--- src/uart_defines.svh ---
`ifndef UART_DEFINES_SVH
`define UART_DEFINES_SVH

// payload bits carried in one frame
`define UART_DATA_WIDTH 8

// clk cycles per bit time
// kept even so the mid-bit point falls on a whole cycle
`define UART_CLOCKS_PER_BIT 8

// parity sense where 0 is even and 1 is odd
`define UART_PARITY_ODD 0

// flops between the external line and the rx logic
`define UART_SYNC_STAGES 3

// start + data + parity + stop
`define UART_FRAME_BITS (`UART_DATA_WIDTH + 3)

`endif
--- src/uart_ctrl_pkg.sv ---
`include "uart_defines.svh"

package uart_ctrl_pkg;

	// transmit controller
	typedef enum logic [1:0] {
		TX_IDLE,   // line high, ready for a request
		TX_ARMED,  // frame loaded, waiting for the next baud tick
		TX_SEND    // shifting the frame out
	} tx_state_e;

	// receive controller
	typedef enum logic [1:0] {
		RX_IDLE,   // watching for a falling edge
		RX_START,  // half bit wait then start confirm
		RX_BITS,   // data and parity samples
		RX_STOP    // stop sample and result
	} rx_state_e;

	// counter widths shared by both controllers
	localparam int BAUD_CNT_W = $clog2(`UART_CLOCKS_PER_BIT);
	localparam int BIT_CNT_W  = $clog2(`UART_FRAME_BITS);

	typedef logic [BAUD_CNT_W-1:0] baud_cnt_t;  // cycle within a bit time
	typedef logic [BIT_CNT_W-1:0]  bit_cnt_t;   // bit within a frame

endpackage

--- src/uart_frame_pkg.sv ---
`include "uart_defines.svh"

package uart_frame_pkg;

	// one byte of payload
	typedef logic [`UART_DATA_WIDTH-1:0] uart_data_t;

	// frame as it appears on the wire with bit 0 sent first
	typedef logic [`UART_FRAME_BITS-1:0] uart_frame_raw_t;

	// same frame split into its fields, msb down
	typedef struct packed {
		logic       stop;   // idles high
		logic       parity;
		uart_data_t data;   // lsb goes out right after start
		logic       start;  // always low on a good frame
	} uart_frame_fields_t;

	// tx loads fields and shifts raw, rx shifts raw and checks fields
	typedef union packed {
		uart_frame_raw_t    raw;
		uart_frame_fields_t fields;
	} uart_frame_u;

	// xor of the data bits, flipped for odd parity
	function automatic logic uart_parity(input uart_data_t data);
		logic odd;
		odd = (`UART_PARITY_ODD != 0);
		return (^data) ^ odd;
	endfunction

endpackage

--- src/uart_loopback.sv ---
module uart_loopback
	import uart_frame_pkg::*;
(
	input  logic       clk,
	input  logic       reset,
	input  logic       i_enable,    // tx request
	input  uart_data_t i_data,      // tx byte
	input  logic       i_loopback,  // 1 feeds tx back into rx
	input  logic       i_serial,    // external rx line
	output logic       o_busy,
	output logic       o_serial,    // tx line
	output uart_data_t o_rx_data,
	output logic       o_rx_valid,
	output logic       o_rx_error
);

	logic rx_line;

	// loopback select is combinational so the path adds no cycle
	assign rx_line = i_loopback ? o_serial : i_serial;

	uart_tx u_tx (
		.clk      (clk),
		.reset    (reset),
		.i_enable (i_enable),
		.i_data   (i_data),
		.o_busy   (o_busy),
		.o_serial (o_serial)
	);

	uart_rx u_rx (
		.clk        (clk),
		.reset      (reset),
		.i_serial   (rx_line),  // rx synchronizer covers the external case
		.o_rx_data  (o_rx_data),
		.o_rx_valid (o_rx_valid),
		.o_rx_error (o_rx_error)
	);

endmodule

--- src/uart_rx.sv ---
`include "uart_defines.svh"

module uart_rx
	import uart_frame_pkg::*;
	import uart_ctrl_pkg::*;
(
	input  logic       clk,
	input  logic       reset,
	input  logic       i_serial,    // async line, idles high
	output uart_data_t o_rx_data,   // holds until the next frame
	output logic       o_rx_valid,  // one cycle per frame
	output logic       o_rx_error   // parity or stop fault, with o_rx_valid
);

	localparam baud_cnt_t BAUD_LAST = baud_cnt_t'(`UART_CLOCKS_PER_BIT - 1);
	localparam baud_cnt_t HALF_LAST = baud_cnt_t'(`UART_CLOCKS_PER_BIT / 2 - 1);
	localparam bit_cnt_t  BODY_LAST = bit_cnt_t'(`UART_FRAME_BITS - 3);  // last data/parity idx

	logic [`UART_SYNC_STAGES-1:0] sync;  // sync[0] sees the pin first
	logic                         line;  // synchronized line
	logic                         line_q;
	logic                         fall;

	rx_state_e   state;
	baud_cnt_t   cnt;       // cycles into the current bit
	bit_cnt_t    bit_cnt;   // body bits taken so far
	logic        bit_done;  // mid-bit point of a body or stop bit
	uart_frame_u frame;     // samples so far, newest at the msb
	uart_frame_u frame_next;
	logic        bad_parity;

	// input synchronizer, preset to idle so reset cannot look like a start edge
	always_ff @(posedge clk) begin
		if (reset) begin
			sync   <= '1;
			line_q <= 1'b1;
		end else begin
			sync   <= {sync[`UART_SYNC_STAGES-2:0], i_serial};
			line_q <= line;
		end
	end

	assign line = sync[`UART_SYNC_STAGES-1];
	assign fall = line_q && !line;  // high to low on the synced line

	assign bit_done = (cnt == BAUD_LAST);

	// current sample shifted in ahead of time so the stop bit can be checked directly
	always_comb begin
		frame_next.raw = {line, frame.raw[`UART_FRAME_BITS-1:1]};
	end

	assign bad_parity = (frame_next.fields.parity != uart_parity(frame_next.fields.data));

	// controller and bit timing
	always_ff @(posedge clk) begin
		if (reset) begin
			state   <= RX_IDLE;
			cnt     <= '0;
			bit_cnt <= '0;
		end else begin
			case (state)
				RX_IDLE: begin
					if (fall) begin
						state <= RX_START;
						cnt   <= baud_cnt_t'(1);  // the edge cycle is the first of the half bit
					end
				end
				RX_START: begin
					if (cnt == HALF_LAST) begin
						cnt     <= '0;
						bit_cnt <= '0;
						// still low at mid start, otherwise it was a glitch
						state   <= line ? RX_IDLE : RX_BITS;
					end else begin
						cnt <= cnt + 1'b1;
					end
				end
				RX_BITS: begin
					if (bit_done) begin
						cnt <= '0;
						if (bit_cnt == BODY_LAST) begin
							state <= RX_STOP;  // parity was the last body bit
						end else begin
							bit_cnt <= bit_cnt + 1'b1;
						end
					end else begin
						cnt <= cnt + 1'b1;
					end
				end
				RX_STOP: begin
					if (bit_done) begin
						cnt   <= '0;
						state <= RX_IDLE;  // rearm while the stop bit is still high
					end else begin
						cnt <= cnt + 1'b1;
					end
				end
				default: state <= RX_IDLE;
			endcase
		end
	end

	// sample register, start bit included so the fields line up at the end
	always_ff @(posedge clk) begin
		if ((state == RX_START) && (cnt == HALF_LAST)) begin
			frame.raw <= frame_next.raw;
		end else if ((state == RX_BITS) && bit_done) begin
			frame.raw <= frame_next.raw;
		end
	end

	// result strobes
	always_ff @(posedge clk) begin
		if (reset) begin
			o_rx_valid <= 1'b0;
			o_rx_error <= 1'b0;
		end else begin
			o_rx_valid <= (state == RX_STOP) && bit_done;
			o_rx_error <= (state == RX_STOP) && bit_done &&
				(bad_parity || !frame_next.fields.stop);
		end
	end

	// received byte
	always_ff @(posedge clk) begin
		if ((state == RX_STOP) && bit_done) begin
			o_rx_data <= frame_next.fields.data;
		end
	end

endmodule

--- src/uart_tx.sv ---
`include "uart_defines.svh"

module uart_tx
	import uart_frame_pkg::*;
	import uart_ctrl_pkg::*;
(
	input  logic       clk,
	input  logic       reset,
	input  logic       i_enable,  // request strobe, taken only while idle
	input  uart_data_t i_data,    // captured on acceptance
	output logic       o_busy,
	output logic       o_serial   // idles high
);

	localparam baud_cnt_t BAUD_LAST = baud_cnt_t'(`UART_CLOCKS_PER_BIT - 1);
	localparam bit_cnt_t  STOP_IDX  = bit_cnt_t'(`UART_FRAME_BITS - 1);

	tx_state_e   state;
	baud_cnt_t   baud_cnt;  // free running, never held
	logic        tick;
	bit_cnt_t    bit_cnt;   // index of the bit now on the line
	uart_frame_u frame;     // bits still to go out, lsb next
	logic        accept;
	logic        last_bit;
	logic        shift;

	// baud tick generator
	always_ff @(posedge clk) begin
		if (reset) begin
			baud_cnt <= '0;
		end else if (tick) begin
			baud_cnt <= '0;
		end else begin
			baud_cnt <= baud_cnt + 1'b1;
		end
	end

	assign tick = (baud_cnt == BAUD_LAST);  // one cycle in every bit time

	assign accept   = i_enable && (state == TX_IDLE);
	assign last_bit = (bit_cnt == STOP_IDX);  // stop bit is on the line

	// ARMED tick puts out the start bit, SEND ticks the rest
	assign shift = tick && ((state == TX_ARMED) || ((state == TX_SEND) && !last_bit));

	// controller
	always_ff @(posedge clk) begin
		if (reset) begin
			state <= TX_IDLE;
		end else begin
			case (state)
				TX_IDLE: begin
					if (accept) state <= TX_ARMED;
				end
				TX_ARMED: begin
					if (tick) state <= TX_SEND;  // start bit goes out now
				end
				TX_SEND: begin
					// stop bit has had its full bit time
					if (tick && last_bit) state <= TX_IDLE;
				end
				default: state <= TX_IDLE;
			endcase
		end
	end

	// bit position, restarts with the start bit
	always_ff @(posedge clk) begin
		if (reset) begin
			bit_cnt <= '0;
		end else if (tick && (state == TX_ARMED)) begin
			bit_cnt <= '0;
		end else if (shift) begin
			bit_cnt <= bit_cnt + 1'b1;
		end
	end

	// frame register is loaded by fields and drained as raw bits
	always_ff @(posedge clk) begin
		if (accept) begin
			frame.fields <= '{
				stop:   1'b1,
				parity: uart_parity(i_data),
				data:   i_data,
				start:  1'b0
			};
		end else if (shift) begin
			frame.raw <= {1'b1, frame.raw[`UART_FRAME_BITS-1:1]};  // refill with idle level
		end
	end

	// serial output is registered so the line has no glitches
	always_ff @(posedge clk) begin
		if (reset) begin
			o_serial <= 1'b1;
		end else if (shift) begin
			o_serial <= frame.raw[0];
		end
	end

	assign o_busy = (state != TX_IDLE);  // high from the cycle after acceptance

endmodule

--- config.mk ---
export PLATFORM = sky130hd
export DESIGN_NAME = uart_loopback
export DESIGN_NICKNAME = d
export VERILOG_FILES = /design/src/uart_ctrl_pkg.sv /design/src/uart_frame_pkg.sv /design/src/uart_loopback.sv /design/src/uart_rx.sv /design/src/uart_tx.sv
export VERILOG_INCLUDE_DIRS = /design/src /design/src/src
export SDC_FILE = /design/constraint.sdc
export NUM_CORES = 1
export LEC_CHECK = 0
export ABC_AREA = 1
export BUFFER_PORTS_ARGS = -buffer_cell sky130_fd_sc_hd__buf_4
export CORE_ASPECT_RATIO = 0.6
export CORE_MARGIN = 10
export CORE_UTILIZATION = 30
export DETAILED_ROUTE_END_ITERATION = 6
export REMOVE_ABC_BUFFERS = 1
export SYNTH_ARGS = -nofsm -noshare
export SYNTH_HDL_FRONTEND = slang
export SYNTH_HIERARCHICAL = 1
export SYNTH_SLANG_ARGS = --single-unit
--- constraint.sdc ---
create_clock -name clk -period 2.2 [get_ports clk]
set_clock_uncertainty 0.05 [all_clocks]
set_input_delay 0.22 -clock clk [delete_from_list [all_inputs] [get_ports clk]]
set_output_delay 0.22 -clock clk [all_outputs]
set_load 0.005 [all_outputs]
==> out/qor.csv, run 1 <==
metric,value,unit
routing usage on met2,0.108,
Crit path arrival time,1.65,ns
Antenna Cells,0,
chip height,91.0,um
Worst Tran Pin Value,0.397,ns
post-synthesis compound-gate area fraction,0.0765,
Clock Tree Root,clkbuf_16,
Slowest cell on crit path,dfxtp_1,
vias per cell,4.27,
Nets,363,
Slew Limit Headroom,0.735,
# DRC,0,
Final Hold Viols,0,
Power Dens Cells,680,nW/um^2
"count leader, synth",nand2_1,
Final Slew Violations,0,
DRC marker count from the first detailed-route iteration,107,
die width,138,um
"antenna viol nets, final",0,
# hold bufs at CTS,0,
Critical R2R Capture,u_tx/frame[8],
TritonCTS clock tree,yes,
Most Crowded Layer GR,met2,
CTS sink cnt,52,
leading area contributor after synthesis,edfxtp_1,
CP endpoint,u_tx/frame[8],
fin crit period,1.74,ns
worst-skew pair later-pin latency,0.29,ns
"Largest stage delay, worst path",0.39,ns
Ports,25,
f_max,575,MHz
Worst Path Max Fanout,9,
die area,12600,um^2
yosys warns,6,
Final period util,0.791,
post-synthesis sequential area ratio,0.516,
HPWL after DPL,3610,um
Placer Congestion,0.837,
share of cells above drive strength 1,0.162,
Critical Path Start,u_tx/bit_cnt[0],
via count,1913,
crit-path most repeated cell,inv_1,
library cells used by synthesis,29,
Setup Buffers After CTS,0,
Avg Synthesized Cell Area,8.16,um^2
Layout area overhead,18.3,%
Fill cells,840,
RSZ-0062 raised after global routing,false,
area of the core,8010,um^2
clock buffer depth,2,
"Critical Path, Cell by Cell",inv_1 > ha_1 > nand3_1 > nand3_2 > nand2_2 > inv_1 > nand2_1,
WL final,4750,um
endpoint type of the worst setup path,register,
grt ovf,0,
1st-pass router iterations,4,
first-pass GRT wire length,8160,um
Sequential Area,1300,um^2
#FFs+latches synth,52,
R2R cell count,7,
IO buf count,24,
# Max-Cap Violations,0,
Post-synth top flop,edfxtp_1,
Multi-input gate area,1010,um^2
"Req. time, crit path",2.11,ns
share of the synthesized area in the top cell type,0.310,
vias in the first global route,1782,
leakage,1.39,nW
hold depth,2,
synthesized area,2520,um^2
outcome,"complete, no violations",
CTS H-Tree Depth,2,
initial antenna violation count,0,
final core occ,0.372,
mux contribution to synthesized area,0,
worst min path class,in2reg,
CP Launch Type,register,
main combinational cell family by area after synthesis,simple AND/OR/NAND/NOR gates,
GR Util met3,0.0255,
Setup Crit Path Kind,reg2reg,
largest net degree at the start of global routing,16,
xor/xnor share of the synthesized area,0.00348,
R2R Path Start,u_tx/bit_cnt[0],
adder-cell area share of the yosys netlist,0.0546,
Synth area leaders,"edfxtp_1 31%, dfxtp_1 21%, nand2_1 17%, inv_1 6.7%, ha_1 5.5%",
GRT Resource Usage Total,0.0764,
Post-synth EDFFs,26,
CTS resizes,0,
FP Rows,25,
Max IR drop VDD,0.000307,V
asr flop ratio synth,0,
Commonest cells post-synth,"116 x nand2_1, 45 x inv_1, 26 x dfxtp_1, 26 x edfxtp_1, 16 x nand3_1",
clock-pin slew on the worst setup and hold paths,0.07,ns
Post-Synth Simple-Gate Area,0.267,
Initial Utilization,0.315,
Post-Syn Instances,309,
post-route setup TNS,0,ns
"setup slack, reg-to-reg",0.46,ns
"Setup violations, final",0,
WL per Instance,10.6,um
met1 Usage GRT,0.104,
total CTS buffers,5,
[sequential cells by signal, indices dropped and copies added (netlist names), named ones only]
register / cells
u_tx/frame: 10
u_rx/frame: 9
u_rx/o_rx_data: 8
u_rx/bit_cnt: 4
u_tx/bit_cnt: 4
u_rx/cnt: 3
u_rx/sync: 3
u_tx/baud_cnt: 3
u_tx/state: 2
u_rx/line_q: 1
u_rx/o_rx_error: 1
u_rx/o_rx_valid: 1
u_rx/state: 1
u_tx/o_serial: 1
[metal layers]
layer / part of all wire / vias to the layer above
met4: 0.015 / 0
met1: 0.54 / 834
li1: - / 1032
met3: 0.050 / 8
met2: 0.40 / 39
met5: 0 / -
[worst max-delay path, delay by kind of cell (launching register included)]
kind,cells,cell delay (ns)
and+or+nand+nor,4,0.60
DFF,1,0.39
adders and majority gates,1,0.20
buffers and inverters,2,0.16
[where the power goes]
part | internal [mW] | total (mW) | switching, mW
clock | 0.453 | 0.790 | 0.336
combinational | 0.0672 | 0.173 | 0.106
sequential | 1.05 | 1.06 | 0.0188
[logic make-up (layout without fill, tap and decap cells)]
group                      count (synthesis)  count (layout)
AOI/OAI and AO/OA                         33              33
xor gates and xnor gates                   1               1
adders and majority gates                 11              11
and+or+nand+nor                          160             160
DFF                                       52              52
buffers and inverters                     52              83
[how the worst min path moves through the flow]
stage | start | end | slack (ns)
floorplan | reset | register | 0.23
global placement | u_rx/sync[1] | u_rx/sync[2] | 0.34
detailed placement | u_rx/sync[1] | u_rx/sync[2] | 0.34
CTS | reset | register | 0.14
global route | reset | register | 0.15
finish | reset | register | 0.14
[stage by stage]
stage	power [mW]	setup slack, ns	cell area (um^2)	hold slack [ns]	cells
floorplan	1.20	0.501	2500	0.232	306
global placement	1.26	0.530	2830	0.343	440
detailed placement	1.26	0.474	2830	0.343	440
CTS	2.05	0.457	2980	0.137	448
global route	2.12	0.305	2980	0.146	448
finish	2.03	0.461	2980	0.141	448
[layout by cell type, fill, tap and decap left out, types with 2 or more instances in the layout]
| master | synthesis | routed |
|---|---|---|
| nand2_1 | 116 | 116 |
| inv_1 | 45 | 45 |
| buf_4 | 0 | 26 |
| dfxtp_1 | 26 | 26 |
| edfxtp_1 | 26 | 26 |
| nand3_1 | 16 | 16 |
| nor2_1 | 14 | 14 |
| o21ai_0 | 13 | 13 |
| a21oi_1 | 11 | 11 |
| ha_1 | 11 | 11 |
| clkbuf_16 | 0 | 5 |
| nand2_2 | 5 | 5 |
| inv_2 | 3 | 3 |
| or2_2 | 3 | 3 |
| nand3_2 | 2 | 2 |
| a21oi_2 | 2 | 2 |
| nor2_2 | 2 | 2 |
[area by class of cell]
cell class                      instances  area share
Clock buffer                            7      0.0479
Clock inverter                          1     0.00252
Sequential cell                        52       0.437
Multi-Input combinational cell        205       0.340
Inverter                               49      0.0626
Tap cell                              108      0.0453
Timing Repair Buffer                   26      0.0655
No activity file was read; power rests on OpenSTA's default activity.
==> run 2: changes to the inputs <==
- clock period: 2.2 -> 1.6 ns (I/O delays scaled with it)
==> run 2 against run 1 <==
  * Clock power rose by 71%
  * Power rose by 52%
  * Via count up 1.9%
  * Sequential power rose by 39%
  * Critical endpoint is now u_tx/frame[5]
  * Largest power group unchanged
  * Highest routed layer unchanged
==> out/qor.csv, run 2 (same netlist as run 1, synthesis figures left out) <==
metric,value,unit,change
clock-pin slew on the worst setup and hold paths,0.06,ns,about the same
Power Dens Cells,983,nW/um^2,+45%
CTS H-Tree Depth,2,,unchanged
Setup Crit Path Kind,reg2reg,,
share of cells above drive strength 1,0.210,,+0.0480
Slew Limit Headroom,0.806,,+0.0709
hold depth,2,,unchanged
Clock Tree Root,clkbuf_16,,
net switching fraction of the power,0.207,,-0.0204
vias per cell,4.27,,about the same
Antenna Cells,0,,unchanged
grt ovf,0,,unchanged
Critical R2R Capture,u_tx/frame[5],,
Initial Utilization,0.315,,unchanged
RSZ-0062 raised after global routing,false,,
f_max,667,MHz,+16%
"Setup violations, final",0,,unchanged
die area,12600,um^2,unchanged
"setup slack, reg-to-reg",0.10,ns,-0.36 ns
fin crit period,1.50,ns,-0.241 ns
total CTS buffers,5,,unchanged
R2R Path Start,u_tx/baud_cnt[0],,
# Max-Cap Violations,0,,unchanged
area of the core,8010,um^2,unchanged
register with the most flip-flops,u_tx/frame,,
WL per Instance,10.8,um,+1.6%
setup ws final,0.101,ns,-0.359 ns
FP Rows,25,,unchanged
initial antenna violation count,0,,unchanged
chip height,91.0,um,unchanged
net switching power,0.636,mW,+38%
# hold bufs at CTS,0,,unchanged
Clock Power Share,0.440,,+0.050
Final Hold Viols,0,,unchanged
WL final,4910,um,+3.4%
largest net degree at the start of global routing,17,,+1
Crit path arrival time,1.45,ns,-0.20 ns
cell-internal power,2.44,mW,+56%
GRT Resource Usage Total,0.0777,,+0.00127
endpoint type of the worst setup path,register,,
CP Launch Type,register,,
"most common cell after layout, fill and taps aside",nand2_1,,
vias in the first global route,1796,,+0.79%
HPWL after DPL,3760,um,+3.9%
IO buf count,24,,unchanged
worst-skew pair later-pin latency,0.29,ns,about the same
post-route setup TNS,0,ns,unchanged
first-pass GRT wire length,8250,um,+1.1%
CTS sink cnt,52,,unchanged
Max IR drop VDD,0.000433,V,+41%
worst min path class,in2reg,,
Comb pwr share,0.083,,-0.002
Final period util,0.937,,+0.146
# DRC,0,,unchanged
die width,138,um,unchanged
R2R cell count,7,,unchanged
outcome,"complete, no violations",,
"commonest cells after routing, fill and taps aside","115 x nand2_1, 44 x inv_1, 31 x buf_4",,
pre-CTS setup slack,0.0333,ns,-0.441 ns
Worst Hold Launch,reset,,
via count,1949,,+1.9%
Placer Congestion,0.817,,-2.4%
max FFs per register,10,,unchanged
Nets,371,,+2.2%
clock buffer depth,2,,unchanged
leakage,1.44,nW,+3.9%
total power,3.07,mW,+52%
Worst Path Max Fanout,5,,-4
TritonCTS clock tree,yes,,
1st-pass router iterations,4,,unchanged
"Req. time, crit path",1.55,ns,-0.56 ns
Ports,25,,unchanged
Worst Tran Pin Value,0.291,ns,-0.106 ns
"antenna viol nets, final",0,,unchanged
DRC marker count from the first detailed-route iteration,111,,+3.7%
top flop regs,"u_tx/frame: 10 flops, u_rx/frame: 9 flops, u_rx/o_rx_data: 8 flops",,
Final Slew Violations,0,,unchanged
sequential power share,0.477,,-0.048
Layout area overhead,24.1,%,
Fill cells,825,,-1.8%
==> run 2: cell type report <==
class / count / area [um^2] / share of cell area
sequential: 52 / 1310 / 0.417
multi-input combinational: 205 / 1040 / 0.332
timing repair buffer: 34 / 275 / 0.0880
inverter: 49 / 186 / 0.0596
tap: 108 / 135 / 0.0432
clock buffer: 6 / 129 / 0.0412
clock inverter: 2 / 60.1 / 0.0192
==> run 2: metal layers <==
layer  vias up  GRT usage  part of all wire
li1       1046          -                 -
met1       867      0.105              0.53
met2        31      0.111              0.41
met3         5     0.0270             0.049
met4         0     0.0288             0.011
met5         -          0                 0
==> run 2: how the worst max path moves through the flow <==
stage,end,cells after the start,start,slack [ns]
after floorplan,u_tx/frame[1],6,u_tx/baud_cnt[0],-0.1
after global placement,u_tx/frame[5],8,u_tx/bit_cnt[0],0.08
after detailed placement,u_tx/frame[6],8,u_tx/bit_cnt[0],0.03
after CTS,u_tx/frame[6],8,u_tx/bit_cnt[0],0.01
after global routing,u_rx/bit_cnt[3],11,u_rx/cnt[0],0.03
final,u_tx/frame[5],7,u_tx/baud_cnt[0],0.10
==> run 2: stage by stage <==
step                       util  cell area (um^2)  cells  hold WS [ns]
after detailed placement  0.361              2890    446         0.343
after global routing      0.391              3130    456         0.109
after global placement    0.361              2890    446         0.343
after floorplan               -              2500    306         0.172
final                     0.391              3130    456        0.0954
after CTS                 0.384              3080    454        0.0905
==> run 2: what timing repair did <==
item                       CTS  global route
gates resized for setup      0            13
setup endpoints to repair    0            26
buffers inserted             0             2
==> run 2: worst max-delay path, stage by stage, from the launching register on <==
cell     delay [ns]
dfxtp_2        0.33
ha_2           0.17
ha_2           0.19
nand3_1        0.11
nand2_2        0.10
inv_1          0.06
nand2_2        0.08
buf_6          0.12
==> run 2: power groups by stage <==
| stage | Sequential [mW] | Combinational [mW] | Clock (mW) |
|---|---|---|---|
| 2_1_floorplan | 1.49 | 0.163 | 0 |
| 3_3_place_gp | 1.49 | 0.240 | 0 |
| 3_5_place_dp | 1.49 | 0.244 | 0 |
| 4_1_cts | 1.46 | 0.246 | 1.39 |
| 5_1_grt | 1.47 | 0.294 | 1.44 |
| 6_report | 1.47 | 0.255 | 1.35 |
